==> config.mk <==
export PLATFORM = sky130hd
export DESIGN_NAME = sshooter_sound
export DESIGN_NICKNAME = d
export VERILOG_FILES = /design/src/verilog/sshooter_pkg.sv /design/src/verilog/sshooter_sound.sv /design/src/verilog/audio_mix.sv /design/src/verilog/ssg_channel.sv /design/src/verilog/sound_cmd_latch.sv /design/src/verilog/sshooter_cen.sv
export VERILOG_INCLUDE_DIRS = /design/src /design/src/include
export SDC_FILE = /design/constraint.sdc
export NUM_CORES = 1
export LEC_CHECK = 0
export ABC_AREA = 1
export CAP_MARGIN = 20
export CORE_MARGIN = 2
export CORE_UTILIZATION = 65
export CTS_CLUSTER_DIAMETER = 80
export DETAILED_ROUTE_END_ITERATION = 10
export DONT_BUFFER_PORTS = 1
export PLACE_DENSITY_LB_ADDON = 0.25
export SYNTH_ARGS = -nofsm -noshare
export SYNTH_HDL_FRONTEND = slang
export SYNTH_SLANG_ARGS = --single-unit
==> constraint.sdc <==
create_clock -name clk_49m -period 9.1 [get_ports clk_49m]
set_clock_uncertainty 0.2 [all_clocks]
set_input_delay 1.365 -clock clk_49m [delete_from_list [all_inputs] [get_ports clk_49m]]
set_output_delay 1.365 -clock clk_49m [all_outputs]
set_load 0.01 [all_outputs]
==> src/include/sshooter_defs.svh <==
//====================
// Scooter Shooter sound section constants
// Sample widths, filter shifts, mixer weight and the clock-enable
// divider ratios shared by the sound RTL
//====================

`ifndef SSHOOTER_DEFS_SVH
`define SSHOOTER_DEFS_SVH

// Signed audio sample width used through the whole sample path
`define SS_SAMPLE_W 16

// Raw SSG channel output width from the YM2203
`define SS_SSG_RAW_W 8

// Gain applied before DC removal and filtering, undone again afterwards
`define SS_SSG_PRESHIFT 5

// Leak of the running DC average
`define SS_DCRM_SHIFT 4

// One-pole low-pass coefficient as a power of two
`define SS_LPF_SHIFT 3

// Weight of each SSG channel against the FM sample in the final mix
`define SS_SSG_GAIN 21

// Main CPU to sound CPU command byte
`define SS_CMD_W 8

// 49.152 MHz divided by 16 gives the 3.072 MHz enable
`define SS_CEN3M_DIV 16

// Fractional enable, 50 pulses in every 786 cycles for underclocked timing
`define SS_FRAC_N 50
`define SS_FRAC_M 786

`endif
==> src/verilog/sshooter_pkg.sv <==
//====================
// Scooter Shooter sound types
// Sample words, the input frame bundle and the sound
// interrupt states
//====================

`include "sshooter_defs.svh"

package sshooter_pkg;

	// Signed sample as produced by the FM side and the mixer
	typedef logic signed [`SS_SAMPLE_W-1:0] sample_t;

	// Unsigned level of one SSG tone channel
	typedef logic [`SS_SSG_RAW_W-1:0] ssg_raw_t;

	//====================
	// Input sample frame
	//====================

	// One frame carries everything the mixer needs for one output sample
	// The filter switches come from the YM2203 port A outputs on the board
	typedef struct packed {
		sample_t    fm;
		ssg_raw_t   ssg_a;
		ssg_raw_t   ssg_b;
		ssg_raw_t   ssg_c;
		// Bit 2 switches channel A, bit 1 channel B, bit 0 channel C
		logic [2:0] filter_en;
	} snd_frame_t;

	// Sound interrupt progress from latch write to acknowledge
	typedef enum logic [1:0] {
		IRQ_IDLE,
		IRQ_PENDING,
		IRQ_ASSERTED
	} irq_state_t;

endpackage

==> src/verilog/sshooter_sound.sv <==
//====================
// Scooter Shooter sound section
// Enable generator, sound command latch and the final
// audio mixer
//====================

`timescale 1ns/1ps

module sshooter_sound (
	input  logic                     clk_49m,
	input  logic                     sirq_clr,
	// Selects the fractional sound enable for underclocked video timing
	input  logic                     underclock_i,

	// Main CPU side of the sound latch
	input  logic                     cmd_wr_i,
	input  logic [7:0]               cmd_data_i,
	input  logic                     irq_ack_i,
	output logic [7:0]               cmd_o,
	output logic                     sound_irq_o,
	output logic                     cen_sound_o,

	// Sample frames in, mixed audio out
	input  logic                     in_valid_i,
	input  sshooter_pkg::snd_frame_t in_frame_i,
	output logic                     in_ready_o,
	output logic                     out_valid_o,
	input  logic                     out_ready_i,
	output sshooter_pkg::sample_t    out_sample_o
);

	logic cen_3m;
	logic cen_sound;

	//====================
	// Clock enables
	//====================

	sshooter_cen cen0 (
		.clk_49m     (clk_49m),
		.sirq_clr    (sirq_clr),
		.underclock_i(underclock_i),
		.cen_3m_o    (cen_3m),
		.cen_sound_o (cen_sound)
	);

	// The sound CPU and YM2203 run off this enable outside the block
	assign cen_sound_o = cen_sound;

	//====================
	// Command latch
	//====================

	sound_cmd_latch latch0 (
		.clk_49m    (clk_49m),
		.sirq_clr   (sirq_clr),
		.cen_3m_i   (cen_3m),
		.cen_sound_i(cen_sound),
		.cmd_wr_i   (cmd_wr_i),
		.cmd_data_i (cmd_data_i),
		.irq_ack_i  (irq_ack_i),
		.cmd_o      (cmd_o),
		.sound_irq_o(sound_irq_o)
	);

	// Mixer is paced by frame handshakes, not by the enables
	audio_mix mix0 (
		.clk_49m     (clk_49m),
		.sirq_clr    (sirq_clr),
		.in_valid_i  (in_valid_i),
		.in_frame_i  (in_frame_i),
		.in_ready_o  (in_ready_o),
		.out_valid_o (out_valid_o),
		.out_ready_i (out_ready_i),
		.out_sample_o(out_sample_o)
	);

endmodule

==> src/verilog/audio_mix.sv <==
//====================
// Audio mixer pipeline
// Conditions the three SSG channels and mixes them with the
// FM sample over two valid/ready stages
//====================

`timescale 1ns/1ps

`include "sshooter_defs.svh"

module audio_mix (
	input  logic                    clk_49m,
	input  logic                    sirq_clr,
	input  logic                    in_valid_i,
	input  sshooter_pkg::snd_frame_t in_frame_i,
	output logic                    in_ready_o,
	output logic                    out_valid_o,
	input  logic                    out_ready_i,
	output sshooter_pkg::sample_t    out_sample_o
);

	import sshooter_pkg::*;

	// Headroom for fm plus three weighted channels before the final shift
	localparam int MIX_W = `SS_SAMPLE_W + 4;

	typedef logic signed [MIX_W-1:0] mix_t;

	localparam mix_t SSG_GAIN = mix_t'(`SS_SSG_GAIN);

	logic    accept;
	logic    s1_valid;
	sample_t s1_fm;
	sample_t ssg_a;
	sample_t ssg_b;
	sample_t ssg_c;
	logic    s2_ready;
	logic    s1_move;
	mix_t    mix_sum;
	logic    s2_valid;
	sample_t s2_sample;

	//====================
	// Flow control
	//====================

	// Stage 2 frees up when it is empty or its sample is being taken
	assign s2_ready   = ~s2_valid | out_ready_i;
	assign s1_move    = s1_valid & s2_ready;
	assign in_ready_o = ~s1_valid | s2_ready;
	assign accept     = in_valid_i & in_ready_o;

	//====================
	// Stage 1
	//====================

	// Channel registers inside each instance form the rest of stage 1
	ssg_channel ch_a (.clk_49m(clk_49m), .sirq_clr(sirq_clr), .step_i(accept),
		.raw_i(in_frame_i.ssg_a), .filt_en_i(in_frame_i.filter_en[2]), .out_o(ssg_a));
	ssg_channel ch_b (.clk_49m(clk_49m), .sirq_clr(sirq_clr), .step_i(accept),
		.raw_i(in_frame_i.ssg_b), .filt_en_i(in_frame_i.filter_en[1]), .out_o(ssg_b));
	ssg_channel ch_c (.clk_49m(clk_49m), .sirq_clr(sirq_clr), .step_i(accept),
		.raw_i(in_frame_i.ssg_c), .filt_en_i(in_frame_i.filter_en[0]), .out_o(ssg_c));

	always_ff @(posedge clk_49m or posedge sirq_clr) begin
		if (sirq_clr) begin
			s1_valid <= 1'b0;
			s1_fm    <= '0;
		end else begin
			if (accept)
				s1_fm <= in_frame_i.fm;
			// Stage empties only if it moves on and nothing new arrives
			if (accept)
				s1_valid <= 1'b1;
			else if (s1_move)
				s1_valid <= 1'b0;
		end
	end

	//====================
	// Stage 2
	//====================

	assign mix_sum = mix_t'(s1_fm) + SSG_GAIN * mix_t'(ssg_a) + SSG_GAIN * mix_t'(ssg_b)
		+ SSG_GAIN * mix_t'(ssg_c);

	// Doubled and cut to 16 bits, wrapping just like the board mix
	always_ff @(posedge clk_49m or posedge sirq_clr) begin
		if (sirq_clr) begin
			s2_valid  <= 1'b0;
			s2_sample <= '0;
		end else if (s2_ready) begin
			s2_valid <= s1_valid;
			if (s1_valid)
				s2_sample <= {mix_sum[`SS_SAMPLE_W-2:0], 1'b0};
		end
	end

	assign out_valid_o  = s2_valid;
	assign out_sample_o = s2_sample;

endmodule

==> src/verilog/ssg_channel.sv <==
//====================
// SSG channel conditioning
// DC removal, switchable one-pole low-pass filter and
// attenuation back to raw level
//====================

`timescale 1ns/1ps

`include "sshooter_defs.svh"

module ssg_channel (
	input  logic                 clk_49m,
	input  logic                 sirq_clr,
	input  logic                 step_i,
	input  sshooter_pkg::ssg_raw_t raw_i,
	input  logic                 filt_en_i,
	output sshooter_pkg::sample_t  out_o
);

	import sshooter_pkg::*;

	localparam int PAD_W = `SS_SAMPLE_W - `SS_SSG_RAW_W - `SS_SSG_PRESHIFT;

	sample_t x;
	sample_t dc_avg;
	sample_t dc_out;
	sample_t lpf_y;
	sample_t lpf_next;
	sample_t sel;
	sample_t out_q;

	//====================
	// DC removal
	//====================

	// Gain first, so quiet levels survive the filter arithmetic
	assign x = {{PAD_W{1'b0}}, raw_i, {`SS_SSG_PRESHIFT{1'b0}}};

	// Output is taken against the average from before this step
	assign dc_out = x - dc_avg;

	//====================
	// Low-pass filter
	//====================

	// y moves an eighth of the way toward the DC-free input each step
	assign lpf_next = lpf_y + ((dc_out - lpf_y) >>> `SS_LPF_SHIFT);

	// The filter always runs, the switch only picks which signal goes out
	// This mirrors the 74HC4066 bypass on the board
	assign sel = filt_en_i ? lpf_next : dc_out;

	// All state moves together once per accepted frame
	always_ff @(posedge clk_49m or posedge sirq_clr) begin
		if (sirq_clr) begin
			dc_avg <= '0;
			lpf_y  <= '0;
			out_q  <= '0;
		end else if (step_i) begin
			// Leaky average, same as adding (x - avg) >>> shift
			dc_avg <= dc_avg + (dc_out >>> `SS_DCRM_SHIFT);
			lpf_y  <= lpf_next;
			// Arithmetic shift keeps the sign of the swing around zero
			out_q  <= sel >>> `SS_SSG_PRESHIFT;
		end
	end

	// Held value is the stage 1 slot for this channel
	assign out_o = out_q;

endmodule

==> src/verilog/sound_cmd_latch.sv <==
//====================
// Sound command latch
// Holds the byte from the main CPU and raises the sound
// CPU interrupt until it is acknowledged
//====================

`timescale 1ns/1ps

`include "sshooter_defs.svh"

module sound_cmd_latch (
	input  logic                 clk_49m,
	input  logic                 sirq_clr,
	input  logic                 cen_3m_i,
	input  logic                 cen_sound_i,
	input  logic                 cmd_wr_i,
	input  logic [`SS_CMD_W-1:0] cmd_data_i,
	input  logic                 irq_ack_i,
	output logic [`SS_CMD_W-1:0] cmd_o,
	output logic                 sound_irq_o
);

	import sshooter_pkg::*;

	irq_state_t           state_q;
	logic                 wr_pend_q;
	logic [`SS_CMD_W-1:0] pend_data_q;
	logic [`SS_CMD_W-1:0] cmd_q;
	logic                 take_cmd;

	// The board bus writes the latch on the 3.072 MHz phase
	assign take_cmd = cen_3m_i & wr_pend_q;

	// Bus strobe is one cycle wide, so the byte waits here for the enable
	// A strobe that lands together with take_cmd stays pending for the next one
	always_ff @(posedge clk_49m or posedge sirq_clr) begin
		if (sirq_clr) begin
			wr_pend_q   <= 1'b0;
			pend_data_q <= '0;
		end else if (cmd_wr_i) begin
			wr_pend_q   <= 1'b1;
			pend_data_q <= cmd_data_i;
		end else if (take_cmd) begin
			wr_pend_q <= 1'b0;
		end
	end

	always_ff @(posedge clk_49m or posedge sirq_clr) begin
		if (sirq_clr)
			cmd_q <= '0;
		else if (take_cmd)
			cmd_q <= pend_data_q;
	end

	//====================
	// Interrupt FSM
	//====================

	// A command taken in the same cycle as an acknowledge starts a new request
	// Otherwise the acknowledge from the sound CPU clears from any state
	always_ff @(posedge clk_49m or posedge sirq_clr) begin
		if (sirq_clr)
			state_q <= IRQ_IDLE;
		else if (take_cmd)
			state_q <= IRQ_PENDING;
		else if (irq_ack_i)
			state_q <= IRQ_IDLE;
		else if (state_q == IRQ_PENDING && cen_sound_i)
			state_q <= IRQ_ASSERTED;
	end

	assign cmd_o       = cmd_q;
	assign sound_irq_o = (state_q == IRQ_ASSERTED);

endmodule

==> src/verilog/sshooter_cen.sv <==
//====================
// Sound clock enables
// Integer 3.072 MHz enable and a fractional enable that keeps
// the sound pitch right when the board runs underclocked
//====================

`timescale 1ns/1ps

`include "sshooter_defs.svh"

module sshooter_cen (
	input  logic clk_49m,
	input  logic sirq_clr,
	input  logic underclock_i,
	output logic cen_3m_o,
	output logic cen_sound_o
);

	localparam int CNT_W = $clog2(`SS_CEN3M_DIV);
	// One spare bit so the sum before the wrap check never overflows
	localparam int ACC_W = $clog2(`SS_FRAC_M) + 1;

	logic [CNT_W-1:0] div_cnt;
	logic             cen_3m_q;
	logic [ACC_W-1:0] frac_acc;
	logic [ACC_W-1:0] frac_sum;
	logic             cen_frac_q;

	//====================
	// Integer divider
	//====================

	// Counter runs 0 to DIV-1 and the enable is registered on the last count
	always_ff @(posedge clk_49m or posedge sirq_clr) begin
		if (sirq_clr) begin
			div_cnt  <= '0;
			cen_3m_q <= 1'b0;
		end else begin
			cen_3m_q <= (div_cnt == CNT_W'(`SS_CEN3M_DIV - 1));
			if (div_cnt == CNT_W'(`SS_CEN3M_DIV - 1))
				div_cnt <= '0;
			else
				div_cnt <= div_cnt + 1'b1;
		end
	end

	//====================
	// Fractional divider
	//====================

	// Adds N every cycle and pulses whenever the sum crosses M
	assign frac_sum = frac_acc + ACC_W'(`SS_FRAC_N);

	always_ff @(posedge clk_49m or posedge sirq_clr) begin
		if (sirq_clr) begin
			frac_acc   <= '0;
			cen_frac_q <= 1'b0;
		end else if (frac_sum >= ACC_W'(`SS_FRAC_M)) begin
			frac_acc   <= frac_sum - ACC_W'(`SS_FRAC_M);
			cen_frac_q <= 1'b1;
		end else begin
			frac_acc   <= frac_sum;
			cen_frac_q <= 1'b0;
		end
	end

	assign cen_3m_o = cen_3m_q;
	// Underclocked timing needs the fractional enable to hold the YM2203 pitch
	assign cen_sound_o = underclock_i ? cen_frac_q : cen_3m_q;

endmodule

==> flow_metrics.tcl, run 1 <==
set metrics [dict create \
    finalHoldViolations 0 \
    final-max-slew-violation-count 0 \
    synthesized_cell_area_mm2 0.0202 \
    layout.filler_cells 2615 \
    post_route_cells_drive_above_1_share 0.0285 \
    setup_viol 0 \
    grt_setup_unrepaired "no" \
    setup-tns-final_ps 0 \
    synthesis.instances 2748 \
    timing.critical_path.mode_cell "sky130_fd_sc_hd__nand2_1" \
    grt_max_degree 90 \
    critical_path_depth 30 \
    grt.overflow.total 0 \
    routedWlPerCell_um 15.1 \
    register_area_mm2 0.00490 \
    combinational_family_with_the_most_area_after_synthesis "adder cells" \
    post-synth-top-area-fraction 0.243 \
    globalplace.congestion 0.947 \
    cp_max_fo 6 \
    post-place-ws_ps 3150 \
    grt_antenna_before_repair 1 \
    postCtsSetupRepairBufs 0 \
    buffer_ports.inserted 0 \
    worstHoldPathType "flop to flop" \
    clock_tree_from_tritoncts "built" \
    worst_path_dominant_cell_family "compound AO/OA/AOI/OAI gates" \
    crit_path_start_kind "input pin" \
    remaining_drc_errors 0 \
    cp_slowest_stage_delay_ps 390 \
    insertion_delay_ps 470 \
    final_net_count 3134 \
    yosys-top-cells-area "sky130_fd_sc_hd__dfrtp_1 24%, sky130_fd_sc_hd__ha_1 16%, sky130_fd_sc_hd__nand2_1 13%" \
    reg2reg_depth 18 \
    fmaxAchievable_mhz 181 \
    synth-simple-area-share 0.227 \
    synth-seq-area-share 0.243 \
    drtIter0Drc 1110 \
    standard_cell_row_count 64 \
    critical_path_class "input pin to flop" \
    fp.dieW_um 180 \
    xor_xnor_cell_area_share_of_the_yosys_netlist 0.0589 \
    synth_area_per_inst_um2 7.34 \
    routed_via_density 5.57 \
    cts_buffer_depth 2 \
    critical_path.reg2reg.endpoint "mix0.out_sample_o[13]$_DFFE_PP0P_" \
    post_cts_resized 0 \
    ys_warn_count 0 \
    required_ps 9270 \
    synth_nets 3154 \
    flow.area_growth_from_synthesis_pct 5.03 \
    synth-compound-area-share 0.123 \
    slew_headroom 0.410 \
    worst_setup_path_end_kind "flop" \
    min_cycle_time_layout_ps 5520 \
    ioPinCount 86 \
    tritoncts_num_sinks 196 \
    tightestPinTransition_ps 885 \
    post-route-period-util 0.606 \
    dr.pass1.iters 6 \
    crit_arrival_ps 5680 \
    cts-buffers-inserted 17 \
    quantity_of_hold_fixing_buffers_added_after_cts 0 \
    worst_setup_path_startpoint "in_frame_i[13]" \
    root_buffer "sky130_fd_sc_hd__clkbuf_16" \
    multi_input_comb_area_mm2 0.0133 \
    drt-total-wl_um 47500 \
    maxCapViolCount 0 \
    dieHeight_um 180 \
    crit_path_top_delay_cell "sky130_fd_sc_hd__ha_1" \
    dp_hpwl_um 37500 \
    floorplan.die_area_mm2 0.0324 \
    placeableCoreArea_mm2 0.0306 \
    via_count_of_the_first_global_routing_pass 17400 \
    yosys_register_bits 196 \
    last_element_of_the_critical_path "mix0.ch_b.out_o[10]$_DFFE_PP0P_" \
    status "finished clean" \
    cts.reportedPaths.clkPinSlew_ps 80 \
    drtAntennaViolNets 0 \
    post_synth_num_cell_types 50 \
    synth.largest_area_cell "sky130_fd_sc_hd__dfrtp_1" \
    cts.htree.levels 4 \
    yosys.area_share.adder 0.248 \
    worst_slack_ps 3580 \
    timing.rr.start "mix0.ch_b.out_o[3]$_DFFE_PP0P_" \
    ff2ff_setup_slack_ps 3930 \
    all_layer_global_routing_usage 0.302 \
    initial_core_util 0.659 \
    first_pass_grt_wire_length_um 81500 \
    yosys-mux-area-fraction 0 \
    vias 17500 \
    cp_num_buf_inv 5 \
]
[sequential cells by signal (all words and copies together) (netlist names)]
name                flops
latch0.pend_data_q      8
mix0.ch_a.lpf_y        16
mix0.ch_c.out_o        11
mix0.ch_a.dc_avg       16
latch0.cmd_o            8
mix0.out_valid_o        1
cen0.cen_3m_o           1
cen0.div_cnt            4
latch0.state_q          2
mix0.ch_b.dc_avg       16
mix0.out_sample_o      15
mix0.s1_valid           1
mix0.s1_fm             15
mix0.ch_c.lpf_y        16
cen0.cen_frac_q         1
latch0.wr_pend_q        1
mix0.ch_c.dc_avg       16
cen0.frac_acc          10
mix0.ch_b.out_o        11
mix0.ch_b.lpf_y        16
mix0.ch_a.out_o        11
[layout by cell type, fill, tap and decap left out, types with 6 or more instances in the layout]
master | synthesis | routed
sky130_fd_sc_hd__nor2_1 | 137 | 137
sky130_fd_sc_hd__nand2_1 | 702 | 701
sky130_fd_sc_hd__a31oi_1 | 22 | 22
sky130_fd_sc_hd__xnor2_1 | 53 | 53
sky130_fd_sc_hd__nand4_1 | 27 | 27
sky130_fd_sc_hd__inv_1 | 484 | 482
sky130_fd_sc_hd__ha_1 | 262 | 262
sky130_fd_sc_hd__o21ai_0 | 186 | 186
sky130_fd_sc_hd__o211ai_1 | 19 | 19
sky130_fd_sc_hd__o21bai_1 | 21 | 21
sky130_fd_sc_hd__nor3_1 | 24 | 24
sky130_fd_sc_hd__nand3b_1 | 6 | 6
sky130_fd_sc_hd__nand3_1 | 175 | 175
sky130_fd_sc_hd__a21o_1 | 17 | 17
sky130_fd_sc_hd__a21boi_0 | 9 | 9
sky130_fd_sc_hd__or2_2 | 10 | 10
sky130_fd_sc_hd__clkbuf_16 | 0 | 17
sky130_fd_sc_hd__a21oi_1 | 139 | 139
sky130_fd_sc_hd__o31ai_1 | 6 | 6
sky130_fd_sc_hd__dfrtp_1 | 196 | 196
sky130_fd_sc_hd__xor2_1 | 72 | 72
sky130_fd_sc_hd__fa_1 | 86 | 86
[synth_stat cells (all sizes together)]
cell and n:
a21oi 139, o211ai 19, ha 262, fa 86
nand4 27, and3 3, nor3 25, dfrtp 196
o211a 1, a31oi 22, a211oi 4, or2 10
nand3b 6, buf 9, inv 487, o21ai 193
nor2 139, conb 1, a31o 1, o31ai 6
o21bai 21, and2 1, xor2 76, o22ai 5
clkbuf 34, o21a 4, nand2b 1, nand2 708
nor4 1, xnor2 54, a221oi 1, nand3 179
a21boi 9, a21o 17, nor3b 1
[area by class of cell]
cell class | count | share of cell area
well taps | 396 | 0.0234
diodes | 1 | 0.000118
repair buffers | 4 | 0.00142
clock buffers | 17 | 0.0201
flip-flops and latches | 196 | 0.232
multi-input cells | 2022 | 0.626
inverters | 487 | 0.0868
clock inverters | 15 | 0.0104
[how the worst min path moves through the flow]
stage	startpoint	to	slack (ps)	cells after the start
finish	cen0.div_cnt[1]$_DFF_PP0_	cen0.div_cnt[1]$_DFF_PP0_	300	1
global route	cen0.div_cnt[1]$_DFF_PP0_	cen0.div_cnt[1]$_DFF_PP0_	320	1
CTS	cen0.div_cnt[1]$_DFF_PP0_	cen0.div_cnt[1]$_DFF_PP0_	300	1
detailed placement	mix0.s1_fm[1]$_DFFE_PP0P_	mix0.s1_fm[1]$_DFFE_PP0P_	280	2
global placement	latch0.wr_pend_q$_DFFE_PP0P_	latch0.wr_pend_q$_DFFE_PP0P_	260	1
floorplan	mix0.s1_fm[0]$_DFFE_PP0P_	mix0.s1_fm[0]$_DFFE_PP0P_	250	2
[per-stage QoR]
stage	area [um2]	cells	hold slack, ps	utilization
final	21200	3138	300	0.692
after global routing	21200	3138	322	0.692
after CTS	21200	3137	304	0.692
after detailed placement	20500	3105	278	0.671
after global placement	20500	3105	264	0.671
after floorplan	20200	2748	253	-
[kinds of logic after synthesis]
family | after synthesis
other cells | 1
xor+xnor | 130
simple gates | 1101
buf+inv | 530
fa+ha+maj | 348
compound gates | 442
flops | 196
[routing by layer]
metal | share of wire | track usage | vias to the layer above
li1 | - | - | 8801
met1 | 0.46 | 0.402 | 8244
met2 | 0.48 | 0.518 | 382
met3 | 0.045 | 0.0451 | 65
met4 | 0.018 | 0.0810 | 0
met5 | 0 | 0 | -
Power of run 1 is left out: the tool's default activity adds up to more than one toggle a clock period on the data nets, which glitch-free logic cannot reach.
==> run 2, diff against run 1 <==
--- a/config.mk
+++ b/config.mk
@@ -9,7 +9,7 @@
 export ABC_AREA = 1
 export CAP_MARGIN = 20
 export CORE_MARGIN = 2
-export CORE_UTILIZATION = 65
+export CORE_UTILIZATION = 60
 export CTS_CLUSTER_DIAMETER = 80
 export DETAILED_ROUTE_END_ITERATION = 10
 export DONT_BUFFER_PORTS = 1
==> constraint.sdc (replaced) <==
create_clock -name clk_49m -period 5.05 [get_ports clk_49m]
set_clock_uncertainty 0.2 [all_clocks]
set_input_delay 0.7575 -clock clk_49m [delete_from_list [all_inputs] [get_ports clk_49m]]
set_output_delay 0.7575 -clock clk_49m [all_outputs]
set_load 0.01 [all_outputs]
==> flow_metrics.tcl, run 2 (synthesized netlist as in run 1, its figures left out) <==
set metrics [dict create \
    worstHoldPathType "input pin to asynchronous set/reset pin" \
    fmaxAchievable_mhz 201 \
    clock_tree_from_tritoncts "built" \
    floorplan.die_area_mm2 0.0351 \
    slew_headroom 0.469 \
    critical_path_class "flop to flop" \
    standard_cell_row_count 67 \
    maxCapViolCount 0 \
    grt_antenna_before_repair 0 \
    quantity_of_hold_fixing_buffers_added_after_cts 0 \
    fp.dieW_um 187 \
    setup_viol 0 \
    status "finished clean" \
    dr.pass1.iters 8 \
    initial_core_util 0.606 \
    crit_path_start_kind "flop" \
    routed_via_density 5.49 \
    required_ps 5170 \
    buffer_ports.inserted 0 \
    first_pass_grt_wire_length_um 83300 \
    dieHeight_um 187 \
    cp_max_fo 3 \
    drtIter0Drc 1027 \
    cts.reportedPaths.clkPinSlew_ps 80 \
    grt_max_degree 110 \
    setup-tns-final_ps 0 \
    cts_buffer_depth 2 \
    post-route-period-util 0.986 \
    diode_count 0 \
    drtAntennaViolNets 0 \
    via_count_of_the_first_global_routing_pass 17800 \
    remaining_drc_errors 0 \
    cts-buffers-inserted 17 \
    layout.cells.most_common "sky130_fd_sc_hd__nand2_1" \
    most-common-layout-cells "698 x sky130_fd_sc_hd__nand2_1, 479 x sky130_fd_sc_hd__inv_1, 252 x sky130_fd_sc_hd__ha_1" \
    grt.overflow.total 0 \
    flow.area_growth_from_synthesis_pct 9.09 \
    crit_arrival_ps 5100 \
    tightestPinTransition_ps 797 \
    root_buffer "sky130_fd_sc_hd__clkbuf_16" \
    dp_hpwl_um 39100 \
    instances_no_fill 3256 \
    grt_setup_unrepaired "yes" \
    worst_setup_path_end_kind "flop" \
    placeableCoreArea_mm2 0.0333 \
    finalHoldViolations 0 \
    post_route_cells_drive_above_1_share 0.0694 \
    cts.htree.levels 4 \
    vias 17900 \
    routedWlPerCell_um 15.3 \
    tritoncts_num_sinks 196 \
    insertion_delay_ps 470 \
    globalplace.congestion 0.944 \
    post_placement_cell_count 3213 \
    final-max-slew-violation-count 0 \
    drt-total-wl_um 49800 \
    min_cycle_time_layout_ps 4980 \
    final_net_count 3201 \
    ioPinCount 86 \
    layout.filler_cells 2859 \
    all_layer_global_routing_usage 0.290 \
]
-- run 2: metrics by stage --
step	worst slack, ps	instance area [um2]	utilization	hold slack [ps]
CTS	3.17	21600	0.650	168
global placement	32.6	21000	0.632	263
global route	-131	22000	0.661	55.7
finish	68.9	22000	0.661	40.3
floorplan	389	20200	-	253
detailed placement	-44.8	21000	0.632	273
-- run 2: what timing repair did --
action | in CTS | in global routing
setup buffers | 0 | 10
pin swaps | 0 | 25
setup endpoints to repair | 1 | 43
gates resized for setup | 1 | 63
-- run 2: path summary, 6_finish.rpt --
path                       slack [ps]                                end                            from  cells past startpoint
min in group clk_49m              180       latch0.wr_pend_q$_DFFE_PP0P_                        cmd_wr_i                      1
setup / recovery                   70  mix0.out_sample_o[12]$_DFFE_PP0P_  mix0.ch_b.out_o[8]$_DFFE_PP0P_                     19
hold / removal                     40  mix0.out_sample_o[10]$_DFFE_PP0P_                        sirq_clr                      2
hold reg to reg                   290       latch0.wr_pend_q$_DFFE_PP0P_    latch0.wr_pend_q$_DFFE_PP0P_                      1
max in group asynchronous        3690         cen0.frac_acc[5]$_DFF_PP0_                        sirq_clr                      3
setup reg to reg                   70  mix0.out_sample_o[12]$_DFFE_PP0P_  mix0.ch_b.out_o[8]$_DFFE_PP0P_                     19
-- run 2: layout make-up --
cell class              count  area, um2  area share
flip-flops and latches    196       4910       0.223
clock inverters            14        161     0.00734
multi-input cells        2022      13500       0.615
well taps                 448        561      0.0255
inverters                 487       1830      0.0834
repair buffers             71        571      0.0259
clock buffers              18        439      0.0200
-- run 2: critical path, cell delays in order, from the launching register on --
cell	delay [ps]
sky130_fd_sc_hd__dfrtp_1	400
sky130_fd_sc_hd__buf_4	140
sky130_fd_sc_hd__ha_1	270
sky130_fd_sc_hd__inv_1	50
sky130_fd_sc_hd__fa_1	480
sky130_fd_sc_hd__fa_1	500
sky130_fd_sc_hd__inv_1	60
sky130_fd_sc_hd__fa_1	480
sky130_fd_sc_hd__fa_1	520
sky130_fd_sc_hd__inv_1	50
sky130_fd_sc_hd__fa_1	480
sky130_fd_sc_hd__inv_1	70
sky130_fd_sc_hd__ha_4	230
sky130_fd_sc_hd__nand2_1	110
sky130_fd_sc_hd__inv_1	70
sky130_fd_sc_hd__a21oi_2	190
sky130_fd_sc_hd__nand2_2	110
sky130_fd_sc_hd__a21oi_2	160
sky130_fd_sc_hd__xor2_1	160
sky130_fd_sc_hd__o21ai_0	90
-- run 2: layer usage --
layer | global-route usage | vias to the layer above | wire length (um)
li1 | - | 8919 | -
met1 | 0.364 | 8460 | 21900
met2 | 0.508 | 387 | 24200
met3 | 0.0428 | 106 | 2170
met4 | 0.104 | 0 | 1560
met5 | 0 | - | 0
Power of run 2 is left out for the same reason.
